**config.mk**
```make
export PLATFORM = sky130hd
export DESIGN_NAME = pea_actor
export DESIGN_NICKNAME = d
export VERILOG_FILES = /design/src/pea_token_pkg.sv /design/src/pea_ctrl_pkg.sv /design/src/pea_token_fifo.sv /design/src/pea_token_counter.sv /design/src/pea_accumulator.sv /design/src/pea_firing_fsm.sv /design/src/pea_actor.sv
export SDC_FILE = /design/constraint.sdc
export NUM_CORES = 1
export LEC_CHECK = 0
export BUFFER_PORTS_ARGS = -buffer_cell sky130_fd_sc_hd__buf_2
export CORE_MARGIN = 2
export CORE_UTILIZATION = 35
export CTS_CLUSTER_DIAMETER = 50
export CTS_CLUSTER_SIZE = 14
export DETAILED_ROUTE_END_ITERATION = 8
export PLACE_DENSITY = 0.53
export SYNTH_ARGS = -nofsm -noshare
export SYNTH_HDL_FRONTEND = slang
export SYNTH_HIERARCHICAL = 1
export SYNTH_SLANG_ARGS = --single-unit
export TNS_END_PERCENT = 30
```
**constraint.sdc**
```tcl
create_clock -name clk -period 16.5 [get_ports clk]
set_input_delay 1.65 -clock clk [delete_from_list [all_inputs] [get_ports clk]]
set_output_delay 1.65 -clock clk [all_outputs]
set_load 0.02 [all_outputs]
```
**src/pea_token_pkg.sv**
```systemverilog
// token formats and FIFO sizing; arithmetic is unsigned and FIFO depth must stay a power of two
package pea_token_pkg;

    localparam int WORD_SIZE  = 16;                // data and command token width
    localparam int FIFO_DEPTH = 16;                // entries per input FIFO
    localparam int ADDR_W     = 4;                 // log2 of FIFO_DEPTH
    localparam int POP_W      = 5;                 // population needs one extra bit for full

    // command token as written by the host
    typedef struct packed {
        logic [7:0] opcode;                        // operation select
        logic [2:0] arg1;                          // data tokens to consume
        logic [4:0] arg2;                          // constant b
    } cmd_token_t;

    typedef enum logic [7:0] {
        OP_SUM         = 8'h01,                    // plain sum
        OP_MAX         = 8'h02,                    // unsigned max, 0 if nothing read
        OP_SCALE_SUM   = 8'h03,                    // sum of token * b
        OP_COUNT_ABOVE = 8'h04                     // count of tokens > b
    } pea_op_e;

    typedef logic [31:0] result_t;                 // sums wrap mod 2^32

    typedef struct packed {
        logic [7:0]  opcode;                       // opcode of the firing
        logic [2:0]  consumed;                     // data tokens actually read
        logic        bad_op;                       // opcode not recognised
        logic        short_data;                   // fewer data tokens than arg1
        logic        reused;                       // stored command was run again
        logic [17:0] spare;                        // always zero
    } status_token_t;

endpackage

```
**src/pea_ctrl_pkg.sv**
```systemverilog
// control encodings of the actor; next_instr value 11 behaves as fetch
package pea_ctrl_pkg;

    import pea_token_pkg::*;

    typedef enum logic [1:0] {
        INV_IDLE,                                  // waiting for invoke
        INV_START,                                 // one cycle start pulse
        INV_WAIT                                   // firing in progress
    } invoke_state_e;

    typedef enum logic [2:0] {
        F_IDLE, F_CHECK, F_READ_CMD, F_LATCH_CMD,
        F_READ_DATA, F_DRAIN, F_WRITE, F_DONE
    } fire_state_e;

    typedef enum logic [1:0] {
        NEXT_FETCH = 2'b00,                        // pop a new command
        NEXT_REUSE = 2'b01,                        // run the stored command again
        NEXT_CLEAR = 2'b10                         // drop the stored command
    } next_mode_e;

    // FSM to accumulator control bundle
    typedef struct packed {
        logic       clear;                         // restart the fold
        logic       take;                          // data token valid this cycle
        logic       finish;                        // capture result and status
        cmd_token_t cmd;                           // command in use
        logic       bad_op;
        logic       short_data;
        logic       reused;
    } acc_ctl_t;

endpackage

```
**src/pea_token_fifo.sv**
```systemverilog
// single clock FIFO with registered read; writes when full and reads when empty are dropped
`timescale 1ns/1ns
module pea_token_fifo
    import pea_token_pkg::*;
#(
    parameter type payload_t = logic [WORD_SIZE-1:0]
)
(
    input  logic              clk,
    input  logic              rst_instr,
    input  logic              wr,
    input  payload_t          wr_data,
    input  logic              rd,
    output payload_t          rd_data,
    output logic [POP_W-1:0]  pop,
    output logic [ADDR_W-1:0] wr_addr,
    output logic [ADDR_W-1:0] rd_addr
);

    payload_t mem [FIFO_DEPTH];                    // token storage
    logic     full;
    logic     empty;
    logic     wr_ok;
    logic     rd_ok;

    assign full  = (pop == POP_W'(FIFO_DEPTH));
    assign empty = (pop == '0);
    assign wr_ok = wr && !full;
    assign rd_ok = rd && !empty;

    always_ff @(posedge clk)
    begin
        if (wr_ok)
            mem[wr_addr] <= wr_data;
        if (rd_ok)
            rd_data <= mem[rd_addr];               // head shows up one cycle after rd
    end

    always_ff @(posedge clk or negedge rst_instr)
    begin
        if (!rst_instr)
        begin
            wr_addr <= '0;
            rd_addr <= '0;
            pop     <= '0;
        end
        else
        begin
            if (wr_ok)
                wr_addr <= wr_addr + 1'b1;         // wraps at depth
            if (rd_ok)
                rd_addr <= rd_addr + 1'b1;
            case ({wr_ok, rd_ok})
                2'b10:   pop <= pop + 1'b1;
                2'b01:   pop <= pop - 1'b1;
                default: pop <= pop;               // both or neither
            endcase
        end
    end

    // host must watch the population before writing
    a_no_wr_full: assert property (@(posedge clk) disable iff (!rst_instr) !(wr && full))
        else $error("token fifo write while full");
    // FSM checks population before any read
    a_no_rd_empty: assert property (@(posedge clk) disable iff (!rst_instr) !(rd && empty))
        else $error("token fifo read while empty");

endmodule

```
**src/pea_token_counter.sv**
```systemverilog
// arg1 read counter; a load restarts the consumed count in the same cycle
`timescale 1ns/1ns
module pea_token_counter
(
    input  logic       clk,
    input  logic       rst_instr,
    input  logic       load,
    input  logic [2:0] load_count,
    input  logic       issue,
    input  logic       take,
    output logic       last_issue,
    output logic [2:0] consumed
);

    logic [2:0] remain;                            // reads still to issue
    logic [2:0] taken;                             // tokens folded since load

    always_ff @(posedge clk or negedge rst_instr)
    begin
        if (!rst_instr)
        begin
            remain <= 3'd0;
            taken  <= 3'd0;
        end
        else
        begin
            if (load)
                remain <= load_count;
            else if (issue)
                remain <= remain - 3'd1;
            if (load)
                taken <= 3'd0;
            else if (take)
                taken <= taken + 3'd1;
        end
    end

    assign last_issue = (remain == 3'd1);          // FSM leaves the read state after this
    assign consumed   = load ? 3'd0 : taken;       // no stale count when finish meets load

    // FSM must stop issuing once the count runs out
    a_no_issue_at_zero: assert property (@(posedge clk) disable iff (!rst_instr)
        issue |-> remain != 3'd0)
        else $error("data read issued with no reads left");

endmodule

```
**src/pea_accumulator.sv**
```systemverilog
// unsigned fold datapath; result and status hold their value until the next finish
`timescale 1ns/1ns
module pea_accumulator
    import pea_token_pkg::*, pea_ctrl_pkg::*;
(
    input  logic                 clk,
    input  logic                 rst_instr,
    input  acc_ctl_t             ctl,
    input  logic [WORD_SIZE-1:0] token,
    input  logic [2:0]           consumed,
    output result_t              result,
    output status_token_t        status
);

    result_t       acc;                            // running fold
    result_t       acc_base;                       // fold before this cycle's token
    result_t       acc_next;                       // fold including this cycle's token
    result_t       b;                              // arg2 widened
    status_token_t status_d;

    assign b        = result_t'(ctl.cmd.arg2);
    assign acc_base = ctl.clear ? '0 : acc;        // clear may meet finish when arg1 is 0

    always_comb
    begin
        acc_next = acc_base;
        case (ctl.cmd.opcode)
            OP_SUM:
                acc_next = acc_base + result_t'(token);
            OP_MAX:
                if (result_t'(token) > acc_base)
                    acc_next = result_t'(token);
            OP_SCALE_SUM:
                acc_next = acc_base + result_t'(token) * b;
            OP_COUNT_ABOVE:
                if (token > WORD_SIZE'(ctl.cmd.arg2))
                    acc_next = acc_base + 32'd1;
            default:
                acc_next = acc_base;               // bad opcodes never take data
        endcase
    end

    always_ff @(posedge clk)
    begin
        acc <= ctl.take ? acc_next : acc_base;
    end

    always_comb
    begin
        status_d            = '0;                  // spare stays zero
        status_d.opcode     = ctl.cmd.opcode;
        status_d.consumed   = consumed + 3'(ctl.take);  // last token lands with finish
        status_d.bad_op     = ctl.bad_op;
        status_d.short_data = ctl.short_data;
        status_d.reused     = ctl.reused;
    end

    always_ff @(posedge clk or negedge rst_instr)
    begin
        if (!rst_instr)
        begin
            result <= '0;
            status <= '0;
        end
        else if (ctl.finish)                       // F_WRITE follows next cycle
        begin
            if (ctl.bad_op || ctl.short_data)
                result <= '0;
            else
                result <= ctl.take ? acc_next : acc_base;
            status <= status_d;
        end
    end

endmodule

```
**src/pea_firing_fsm.sv**
```systemverilog
// one firing per start; missing tokens are reported in the status and never waited for
`timescale 1ns/1ns
module pea_firing_fsm
    import pea_token_pkg::*, pea_ctrl_pkg::*;
(
    input  logic             clk,
    input  logic             rst_instr,
    input  logic             start,
    input  next_mode_e       next_instr,
    input  logic [POP_W-1:0] command_pop,
    input  logic [POP_W-1:0] data_pop,
    input  cmd_token_t       command_token,
    input  logic             last_issue,
    output logic             rd_in_command,
    output logic             rd_in_data,
    output logic             counter_load,
    output acc_ctl_t         acc_ctl,
    output logic [7:0]       instr,
    output logic [4:0]       arg2,
    output logic             wr_out,
    output logic             done
);

    fire_state_e      state, state_d;
    cmd_token_t       cmd_q, cmd_d;                // stored instruction
    logic [POP_W-1:0] data_pop_q;                  // data population seen in F_CHECK
    logic [POP_W-1:0] pop_now;
    logic             bad_q, bad_d;
    logic             short_q, short_d;
    logic             reused_q, reused_d;
    logic             take_q;                      // data read one cycle ago
    logic             decide;                      // command known, pick the data path

    assign pop_now = (state == F_CHECK) ? data_pop : data_pop_q;

    always_comb
    begin
        state_d  = state;
        cmd_d    = cmd_q;
        bad_d    = bad_q;
        short_d  = short_q;
        reused_d = reused_q;
        decide   = 1'b0;
        case (state)
            F_IDLE:
                if (start)
                begin
                    state_d  = F_CHECK;
                    bad_d    = 1'b0;
                    short_d  = 1'b0;
                    reused_d = 1'b0;
                end
            F_CHECK:
                if (next_instr == NEXT_CLEAR)
                begin
                    cmd_d   = '0;                  // nothing read, nothing written
                    state_d = F_DONE;
                end
                else if (next_instr == NEXT_REUSE && cmd_q.opcode != 8'd0)
                begin
                    reused_d = 1'b1;
                    decide   = 1'b1;
                end
                else if (command_pop == '0)
                    state_d = F_DONE;              // empty command FIFO ends quietly
                else
                    state_d = F_READ_CMD;
            F_READ_CMD:  state_d = F_LATCH_CMD;
            F_LATCH_CMD:
            begin
                cmd_d  = command_token;            // fifo head valid now
                decide = 1'b1;
            end
            F_READ_DATA:
                if (last_issue)
                    state_d = F_DRAIN;
            F_DRAIN:     state_d = F_WRITE;        // last token arrives here
            F_WRITE:     state_d = F_DONE;
            default:     state_d = F_IDLE;         // F_DONE
        endcase
        if (decide)
        begin
            bad_d   = !(cmd_d.opcode inside {OP_SUM, OP_MAX, OP_SCALE_SUM, OP_COUNT_ABOVE});
            short_d = !bad_d && (pop_now < POP_W'(cmd_d.arg1));
            if (bad_d || short_d || cmd_d.arg1 == 3'd0)
                state_d = F_WRITE;                 // no data to read
            else
                state_d = F_READ_DATA;
        end
    end

    always_ff @(posedge clk or negedge rst_instr)
    begin
        if (!rst_instr)
        begin
            state      <= F_IDLE;
            cmd_q      <= '0;
            data_pop_q <= '0;
            bad_q      <= 1'b0;
            short_q    <= 1'b0;
            reused_q   <= 1'b0;
            take_q     <= 1'b0;
        end
        else
        begin
            state    <= state_d;
            cmd_q    <= cmd_d;
            bad_q    <= bad_d;
            short_q  <= short_d;
            reused_q <= reused_d;
            take_q   <= rd_in_data;
            if (state == F_CHECK)
                data_pop_q <= data_pop;
        end
    end

    assign rd_in_command = (state == F_READ_CMD);
    assign rd_in_data    = (state == F_READ_DATA);
    assign wr_out        = (state == F_WRITE);
    assign done          = (state == F_DONE);
    assign counter_load  = decide;                 // arg1 loads as the command is known
    assign instr         = cmd_q.opcode;
    assign arg2          = cmd_q.arg2;

    assign acc_ctl.clear      = (state == F_CHECK);
    assign acc_ctl.take       = take_q;
    assign acc_ctl.finish     = (state_d == F_WRITE);  // one cycle ahead of wr_out
    assign acc_ctl.cmd        = cmd_d;
    assign acc_ctl.bad_op     = bad_d;
    assign acc_ctl.short_data = short_d;
    assign acc_ctl.reused     = reused_d;

    // sequencer only starts from idle, so the two never overlap
    a_done_not_start: assert property (@(posedge clk) disable iff (!rst_instr)
        !(done && start))
        else $error("done raised during start");
    // data reads only with tokens present
    a_rd_data_avail: assert property (@(posedge clk) disable iff (!rst_instr)
        rd_in_data |-> data_pop != '0)
        else $error("data read with the data FIFO empty");

endmodule

```
**src/pea_actor.sv**
```systemverilog
// processing element actor; no output back-pressure and invoke is ignored while a firing runs
`timescale 1ns/1ns
module pea_actor
    import pea_token_pkg::*, pea_ctrl_pkg::*;
(
    input  logic                 clk,
    input  logic                 rst_instr,
    input  logic                 command_wr,
    input  cmd_token_t           command_in,
    input  logic                 data_wr,
    input  logic [WORD_SIZE-1:0] data_in,
    input  logic                 invoke,
    input  logic [1:0]           next_instr,
    output logic                 rd_in_command,
    output logic                 rd_in_data,
    output logic                 FC,
    output logic                 wr_out,
    output result_t              data_out_result,
    output status_token_t        data_out_status,
    output logic [7:0]           instr,
    output logic [4:0]           arg2,
    output logic [ADDR_W-1:0]    wr_addr_command,
    output logic [ADDR_W-1:0]    rd_addr_command,
    output logic [ADDR_W-1:0]    wr_addr_data,
    output logic [ADDR_W-1:0]    rd_addr_data
);

    invoke_state_e        inv_state, inv_state_d;
    logic                 start;                   // one cycle kick to the FSM
    logic                 done;
    logic                 counter_load;
    logic                 last_issue;
    logic [2:0]           consumed;
    logic [POP_W-1:0]     command_pop;
    logic [POP_W-1:0]     data_pop;
    cmd_token_t           command_token;
    logic [WORD_SIZE-1:0] data_token;
    acc_ctl_t             acc_ctl;

    always_comb
    begin
        case (inv_state)
            INV_IDLE:  inv_state_d = invoke ? INV_START : INV_IDLE;
            INV_START: inv_state_d = INV_WAIT;
            INV_WAIT:  inv_state_d = done ? INV_IDLE : INV_WAIT;
            default:   inv_state_d = INV_IDLE;
        endcase
    end

    always_ff @(posedge clk or negedge rst_instr)
    begin
        if (!rst_instr)
            inv_state <= INV_IDLE;
        else
            inv_state <= inv_state_d;
    end

    assign start = (inv_state == INV_START);
    assign FC    = done;                           // firing complete

    pea_token_fifo #(.payload_t(cmd_token_t)) u_cmd_fifo (
        .clk       (clk),
        .rst_instr (rst_instr),
        .wr        (command_wr),
        .wr_data   (command_in),
        .rd        (rd_in_command),
        .rd_data   (command_token),
        .pop       (command_pop),
        .wr_addr   (wr_addr_command),
        .rd_addr   (rd_addr_command)
    );

    pea_token_fifo #(.payload_t(logic [WORD_SIZE-1:0])) u_data_fifo (
        .clk       (clk),
        .rst_instr (rst_instr),
        .wr        (data_wr),
        .wr_data   (data_in),
        .rd        (rd_in_data),
        .rd_data   (data_token),
        .pop       (data_pop),
        .wr_addr   (wr_addr_data),
        .rd_addr   (rd_addr_data)
    );

    pea_firing_fsm u_fsm (
        .clk           (clk),
        .rst_instr     (rst_instr),
        .start         (start),
        .next_instr    (next_mode_e'(next_instr)),
        .command_pop   (command_pop),
        .data_pop      (data_pop),
        .command_token (command_token),
        .last_issue    (last_issue),
        .rd_in_command (rd_in_command),
        .rd_in_data    (rd_in_data),
        .counter_load  (counter_load),
        .acc_ctl       (acc_ctl),
        .instr         (instr),
        .arg2          (arg2),
        .wr_out        (wr_out),
        .done          (done)
    );

    pea_token_counter u_counter (
        .clk        (clk),
        .rst_instr  (rst_instr),
        .load       (counter_load),
        .load_count (acc_ctl.cmd.arg1),            // command in use, fetched or stored
        .issue      (rd_in_data),
        .take       (acc_ctl.take),
        .last_issue (last_issue),
        .consumed   (consumed)
    );

    pea_accumulator u_acc (
        .clk       (clk),
        .rst_instr (rst_instr),
        .ctl       (acc_ctl),
        .token     (data_token),
        .consumed  (consumed),
        .result    (data_out_result),
        .status    (data_out_status)
    );

endmodule

```
==> results of run 1 <==
## cell usage after synthesis, types with 13 or more instances
library cell | count | area share
sky130_fd_sc_hd__o211ai_1 | 21 | 0.0046
sky130_fd_sc_hd__xor2_1 | 16 | 0.0041
sky130_fd_sc_hd__buf_2 | 30 | 0.0044
sky130_fd_sc_hd__edfxtp_1 | 544 | 0.48
sky130_fd_sc_hd__buf_6 | 13 | 0.0043
sky130_fd_sc_hd__nand3_1 | 30 | 0.0044
sky130_fd_sc_hd__inv_1 | 157 | 0.017
sky130_fd_sc_hd__clkbuf_1 | 51 | 0.0056
sky130_fd_sc_hd__xnor2_1 | 34 | 0.0087
sky130_fd_sc_hd__ha_1 | 98 | 0.036
sky130_fd_sc_hd__nor2b_1 | 38 | 0.0069
sky130_fd_sc_hd__mux2_2 | 16 | 0.0053
sky130_fd_sc_hd__a211oi_1 | 14 | 0.0031
sky130_fd_sc_hd__o21a_1 | 15 | 0.0033
sky130_fd_sc_hd__nand2b_1 | 24 | 0.0044
sky130_fd_sc_hd__mux4_2 | 64 | 0.042
sky130_fd_sc_hd__a21o_1 | 16 | 0.0035
sky130_fd_sc_hd__and3_1 | 13 | 0.0024
sky130_fd_sc_hd__a22oi_1 | 35 | 0.0077
sky130_fd_sc_hd__nand2_1 | 171 | 0.019
sky130_fd_sc_hd__nor4_1 | 21 | 0.0038
sky130_fd_sc_hd__a22o_1 | 29 | 0.0074
sky130_fd_sc_hd__fa_1 | 64 | 0.037
sky130_fd_sc_hd__or3_1 | 13 | 0.0024
sky130_fd_sc_hd__a31oi_1 | 20 | 0.0036
sky130_fd_sc_hd__a21oi_1 | 64 | 0.0093
sky130_fd_sc_hd__nand4_1 | 18 | 0.0033
sky130_fd_sc_hd__mux2i_1 | 139 | 0.041
sky130_fd_sc_hd__nor2_1 | 102 | 0.011
sky130_fd_sc_hd__a221oi_1 | 70 | 0.018
sky130_fd_sc_hd__dfrtp_1 | 108 | 0.079
sky130_fd_sc_hd__and2_1 | 60 | 0.011
sky130_fd_sc_hd__dfxtp_1 | 32 | 0.019
sky130_fd_sc_hd__buf_4 | 53 | 0.012
sky130_fd_sc_hd__o21ai_0 | 103 | 0.015
sky130_fd_sc_hd__o21ai_1 | 15 | 0.0022
sky130_fd_sc_hd__nor3_1 | 32 | 0.0047
## sequential cells by signal (all words and copies together) (netlist names), 8 cells and up
name and cells:
u_acc/acc 32, u_acc/result 32, u_acc/status 14, u_cmd_fifo/mem 256
u_cmd_fifo/rd_data 16, u_data_fifo/mem 256, u_data_fifo/rd_data 16, u_fsm/instr 8
## worst max-delay path, cell delays in order
cell and delay [ns]:
sky130_fd_sc_hd__buf_2 0.12, sky130_fd_sc_hd__nand2b_1 0.17, sky130_fd_sc_hd__a21o_4 0.26, sky130_fd_sc_hd__a22o_1 0.52
sky130_fd_sc_hd__ha_1 0.25, sky130_fd_sc_hd__inv_1 0.05, sky130_fd_sc_hd__fa_1 0.46, sky130_fd_sc_hd__fa_1 0.51
sky130_fd_sc_hd__fa_1 0.54, sky130_fd_sc_hd__inv_1 0.04, sky130_fd_sc_hd__ha_1 0.25, sky130_fd_sc_hd__a211oi_1 0.34
sky130_fd_sc_hd__o21ai_0 0.26, sky130_fd_sc_hd__a31oi_1 0.47, sky130_fd_sc_hd__o41ai_1 0.16, sky130_fd_sc_hd__a311oi_1 0.61
sky130_fd_sc_hd__nor3_1 0.09, sky130_fd_sc_hd__a2111oi_0 0.56, sky130_fd_sc_hd__o21ai_1 0.15
## per-stage QoR
stage                util  setup slack (ns)  hold slack, ns  std cells
global placement    0.372              9.05           0.446       3857
global route        0.399              9.29           0.508       3995
floorplan               -              9.75           0.431       2573
finish              0.399              9.51           0.462       3995
CTS                 0.399              9.68           0.465       3995
detailed placement  0.372              8.99           0.452       3857
## report_power, final
group	switching (W)	internal, W	total [W]
combinational	0.00241	0.00137	0.00378
clock	0.000762	0.000963	0.00172
sequential	0.000236	0.00219	0.00242
## kinds of logic after synthesis
logic type               after synthesis
AO/OA/AOI/OAI                        523
XOR/XNOR                              50
adder cells (fa/ha/maj)              162
buffers and inverters                318
flip-flops                           684
multiplexers                         222
other                                  1
AND/OR/NAND/NOR                      596
## worst paths after layout
kind / from / end / slack, ns
setup / recovery: next_instr[0] / u_acc/result[19] / 9.51
hold / removal: inv_state[0] / inv_state[0] / 0.46
max in group asynchronous: rst_instr / u_data_fifo/rd_addr[0] / 14.18
min in group asynchronous: rst_instr / u_cmd_fifo/wr_addr[1] / 1.03
hold reg to reg: inv_state[0] / inv_state[0] / 0.46
setup reg to reg: u_fsm/state[1] / u_acc/result[19] / 9.89
## per-layer routing
layer / GRT usage / share of wire
met2: 0.315 / 0.47
met5: 0 / 0.00037
met1: 0.258 / 0.44
met4: 0.0757 / 0.036
met3: 0.0322 / 0.054
## final cells by class
| type | count | share of cell area |
|---|---|---|
| Inverter | 158 | 0.0153 |
| Clock buffer | 91 | 0.0535 |
| Sequential cell | 684 | 0.510 |
| Multi-Input combinational cell | 1571 | 0.342 |
| Timing Repair Buffer | 168 | 0.0252 |
| Tap cell | 1276 | 0.0413 |
| Clock inverter | 47 | 0.0133 |
==> impl_metrics.toml, run 1 <==
[floorplanning]
die_y_um = 317
rows = 114
initial_utilization = 0.354
io_pins = 136
floorplan.die_area_um2 = 101000
die_w_um = 317
core_um2 = 96900

[logic_synthesis]
synthesis.area_um2 = 34300
syn-mean-instance-area_um2 = 13.4
synth-async-reset-ratio = 0.158
number_of_distinct_library_cells_after_synthesis = 118
yosys.area_share.xor_xnor = 0.0128
synthesis.instances = 2556
synth-edff-count = 544
synth_sequential_area_ratio = 0.574
largest_family_of_logic_cells_by_synthesized_area = "compound AO/OA/AOI/OAI gates"
synth_warnings = 6
synth-compound-area-share = 0.110
synth.mux.area_fraction = 0.0890
synth_simple_gate_area_frac = 0.0938
synth-adder-area-share = 0.0731
synth-seq-cells = 684
most_used_flip_flop_cell_after_synthesis = "sky130_fd_sc_hd__edfxtp_1"

[critical_path]
critical_path.startpoint_type = "input pin"
cp-end-kind = "register"
r2r_cell_count = 18
cp_max_fo = 17
timing.setup.critical_path_class = "input pin to register"
worstPathRequired_ns = 16.99
critical_path_arrival_ns = 7.48

[sta]
fin_crit_sh = 0.424
grt_setup_unrepaired = "false"
fin_skew_ns = 0.0237
post-route-min-period_ns = 6.99
setup_viol = 0
totalNegativeSetupSlack_ns = 0
max-slew-margin-rel = 0.122
report.final.slew_viol_count = 0
final_hold_viol_count = 0
worstMarginPinSlew_ns = 1.32
max_frequency_mhz = 143

[detailed_routing]
drc_errors = 0
routed_wirelength_um = 97100
detail_route.first_pass.iterations = 6
vias_per_cell = 5.54
detail_route.iter0.violations = 1870
antenna_violating_nets_post_route = 0
detail_route.wl_per_cell_um = 24.3
num_vias = 22120

[place]
io_buffer_count = 117
gp_congestion = 0.933
placed_area_um2 = 36100
hpwl_after_detailed_placement_um = 64800

[clocking]
total_cts_buffers = 79
cts_resized = 0
cts_setup_buffers = 0
clkLatencyLatePin_ns = 0.64
clk_transition_reported_paths_ns = 0.06
cts_sinks = 684
cts_max_level = 3
cts.path.max_buffers = 3
postCtsHoldBufs = 0
clk_root_buffer_cell = "sky130_fd_sc_hd__clkbuf_16"
tritoncts = "done"

[finish]
most-common-layout-cells = "sky130_fd_sc_hd__edfxtp_1, sky130_fd_sc_hd__nand2_1, sky130_fd_sc_hd__inv_1"
ff_latch_area_um2 = 19700
stdcell_area_um2 = 38600
design.final.nets = 2863
multi_input_area_um2 = 13200
syn2layout_area_growth_pct = 12.6
num-fill-cells = 8952
layout-drive-gt1-share = 0.177
number_of_diodes = 0
mostFrequentLayoutCell = "sky130_fd_sc_hd__edfxtp_1"

[global_route]
grt_antenna_before_repair = 5
grt_pass1_vias = 22239
maximum_number_of_pins_on_one_net_before_global_route_repair = 68
grt_first_pass_wirelength_um = 145000
track_usage = 0.193
grt.overflow.total = 0

[power_and_ir_drop]
power-per-cell-area_nw_per_um2 = 205
static-leakage-power_nw = 14.4
totalPowerFinal_w = 0.00793
peakVddDrop_mv = 0.126

[worst_hold_path]
hold_class = "register to register"
hold_depth = 1

[status]
status = "completed"

[run]
maxCapViolCount = 0
Power figures use the tool's default switching activity.
==> inputs of run 2 (changes only) <==
- clock period: 16.5 -> 6.45 ns (I/O delays scaled with it)
==> run 2 against run 1 <==
Net effect: sequential share of layout area down 0.85 points; global-route usage increased by 0.057 points; clock skew is 0.0087 ns higher; core utilization is 0.68 points higher; final cell count up 1.2%; die area is the same; count of clock-buffer cells in the layout is the same; critical endpoint is now u_acc/result[20].
==> impl_metrics.toml, run 2 (synthesis gave the netlist of run 1 again) <==
[finish]
design.final.nets = 2899
largest_registers = "u_cmd_fifo/mem (256), u_data_fifo/mem (256)"
mostFrequentLayoutCell = "sky130_fd_sc_hd__edfxtp_1"
syn2layout_area_growth_pct = 14.5
finish.cell_count_without_fillers = 4042
most-common-layout-cells = "sky130_fd_sc_hd__edfxtp_1, sky130_fd_sc_hd__nand2_1, sky130_fd_sc_hd__inv_1"
layout-drive-gt1-share = 0.193

[clocking]
clk_root_buffer_cell = "sky130_fd_sc_hd__clkbuf_16"
tritoncts = "done"
cts_sinks = 684
cts_max_level = 3
cts_setup_buffers = 0
clkLatencyLatePin_ns = 0.65
cts.path.max_buffers = 3
total_cts_buffers = 84
clk_transition_reported_paths_ns = 0.05

[sta]
report.final.slew_viol_count = 0
fin_crit_sh = 0.932
final_hold_viol_count = 0
setup_viol = 0
fin_skew_ns = 0.0324
max-slew-margin-rel = 0.254
grt_setup_unrepaired = "false"
worstMarginPinSlew_ns = 1.12
post-route-min-period_ns = 6.01
max_frequency_mhz = 166
totalNegativeSetupSlack_ns = 0

[critical_path]
critical_path.startpoint_type = "register"
cp_max_fo = 12
cp-end-kind = "register"
critical_path_arrival_ns = 6.52
r2r_cell_count = 18
timing.setup.critical_path_class = "register to register"
worstPathRequired_ns = 6.96
timing.reg2reg.setup_slack_ns = 0.44

[power_and_ir_drop]
static-leakage-power_nw = 14.8
peakVddDrop_mv = 0.367
power-per-cell-area_nw_per_um2 = 533

[global_route]
grt_pass1_vias = 22437
grt_antenna_before_repair = 10
maximum_number_of_pins_on_one_net_before_global_route_repair = 58
grt_first_pass_wirelength_um = 145000
track_usage = 0.194
grt.overflow.total = 0

[detailed_routing]
detail_route.wl_per_cell_um = 24.1
detail_route.iter0.violations = 2037
drc_errors = 0
routed_wirelength_um = 97400
detail_route.first_pass.iterations = 5
vias_per_cell = 5.48
num_vias = 22154
antenna_violating_nets_post_route = 0

[floorplanning]
core_um2 = 96900
io_pins = 136
rows = 114
die_w_um = 317
die_y_um = 317
initial_utilization = 0.354
floorplan.die_area_um2 = 101000

[status]
status = "completed"

[place]
gp_congestion = 0.920
io_buffer_count = 117
cell_count_post_placement = 3887
hpwl_after_detailed_placement_um = 66400

[worst_hold_path]
hold_depth = 2
hold_class = "input pin to register"

[run]
maxCapViolCount = 0
run 2: changes by cell type in the layout (fill, tap and decap cells not counted), sizes merged:
| cell | before | now |
|---|---|---|
| diode | 0 | 3 |
| clkinvlp | 6 | 5 |
| dlygate4sd3 | 0 | 1 |
| inv | 176 | 175 |
| buf | 168 | 198 |
| bufinv | 2 | 9 |
| clkinv | 21 | 29 |
run 2: stage by stage:
| stage | util | instance area, µm² | power (W) | setup slack, ns | hold slack (ns) |
|---|---|---|---|---|---|
| 2_1_floorplan | - | 34400 | 0.0131 | 0.702 | 0.349 |
| 3_3_place_gp | 0.375 | 36300 | 0.0159 | 0.165 | 0.448 |
| 3_5_place_dp | 0.375 | 36300 | 0.0161 | 0.191 | 0.467 |
| 4_1_cts | 0.406 | 39300 | 0.0211 | 0.296 | 0.228 |
| 5_1_grt | 0.406 | 39300 | 0.0224 | 0.0949 | 0.253 |
| 6_report | 0.406 | 39300 | 0.0210 | 0.440 | 0.259 |
run 2: final cells by class:
class	count	area, µm²
clock buffers	91	2150
fillers	8923	57600
clock inverters	60	840
inverters	158	593
flip-flops and latches	684	19700
well taps	1276	1600
repair buffers	199	1210
diodes	3	7.51
multi-input cells	1571	13200
run 2: per-layer routing:
metal	vias to the layer above	track usage	wire length, µm
li1	9961	-	-
met1	11290	0.256	42100
met2	706	0.321	46400
met3	191	0.0333	5230
met4	6	0.0723	3530
met5	-	0	35
run 2: critical path: stages (launching register included):
cell and delay, ns:
sky130_fd_sc_hd__dfrtp_1 0.53, sky130_fd_sc_hd__and3b_1 0.45, sky130_fd_sc_hd__a22o_1 0.33, sky130_fd_sc_hd__buf_4 0.22, sky130_fd_sc_hd__and2_1 0.16, sky130_fd_sc_hd__fa_1 0.45
sky130_fd_sc_hd__fa_1 0.55, sky130_fd_sc_hd__inv_1 0.06, sky130_fd_sc_hd__fa_1 0.53, sky130_fd_sc_hd__inv_1 0.04, sky130_fd_sc_hd__ha_1 0.41, sky130_fd_sc_hd__and4_1 0.29
sky130_fd_sc_hd__nand3_1 0.11, sky130_fd_sc_hd__a211oi_1 0.44, sky130_fd_sc_hd__o21bai_1 0.18, sky130_fd_sc_hd__a311o_1 0.40, sky130_fd_sc_hd__xnor2_1 0.19, sky130_fd_sc_hd__a211o_1 0.34
sky130_fd_sc_hd__a22o_1 0.18
run 2: timing repair:
item,CTS,global route
hold buffers,1,0
hold endpoints to repair,13,0
resized for setup,0,3
setup endpoints to repair,0,12
run 2: final timing paths:
kind,start,end
max,u_fsm/state[0],u_acc/result[20]
min,invoke,inv_state[0]
max reg2reg,u_fsm/state[0],u_acc/result[20]
min reg2reg,inv_state[0],inv_state[0]
max in group asynchronous,rst_instr,u_acc/result[8]
min in group asynchronous,rst_instr,inv_state[1]
run 2: power by group:
| part | leakage (nW) | switching (W) | internal (W) | total [W] |
|---|---|---|---|---|
| Clock | 1.44 | 0.00206 | 0.00288 | 0.00493 |
| Combinational | 6.79 | 0.00606 | 0.00367 | 0.00972 |
| Sequential | 6.55 | 0.000719 | 0.00559 | 0.00631 |
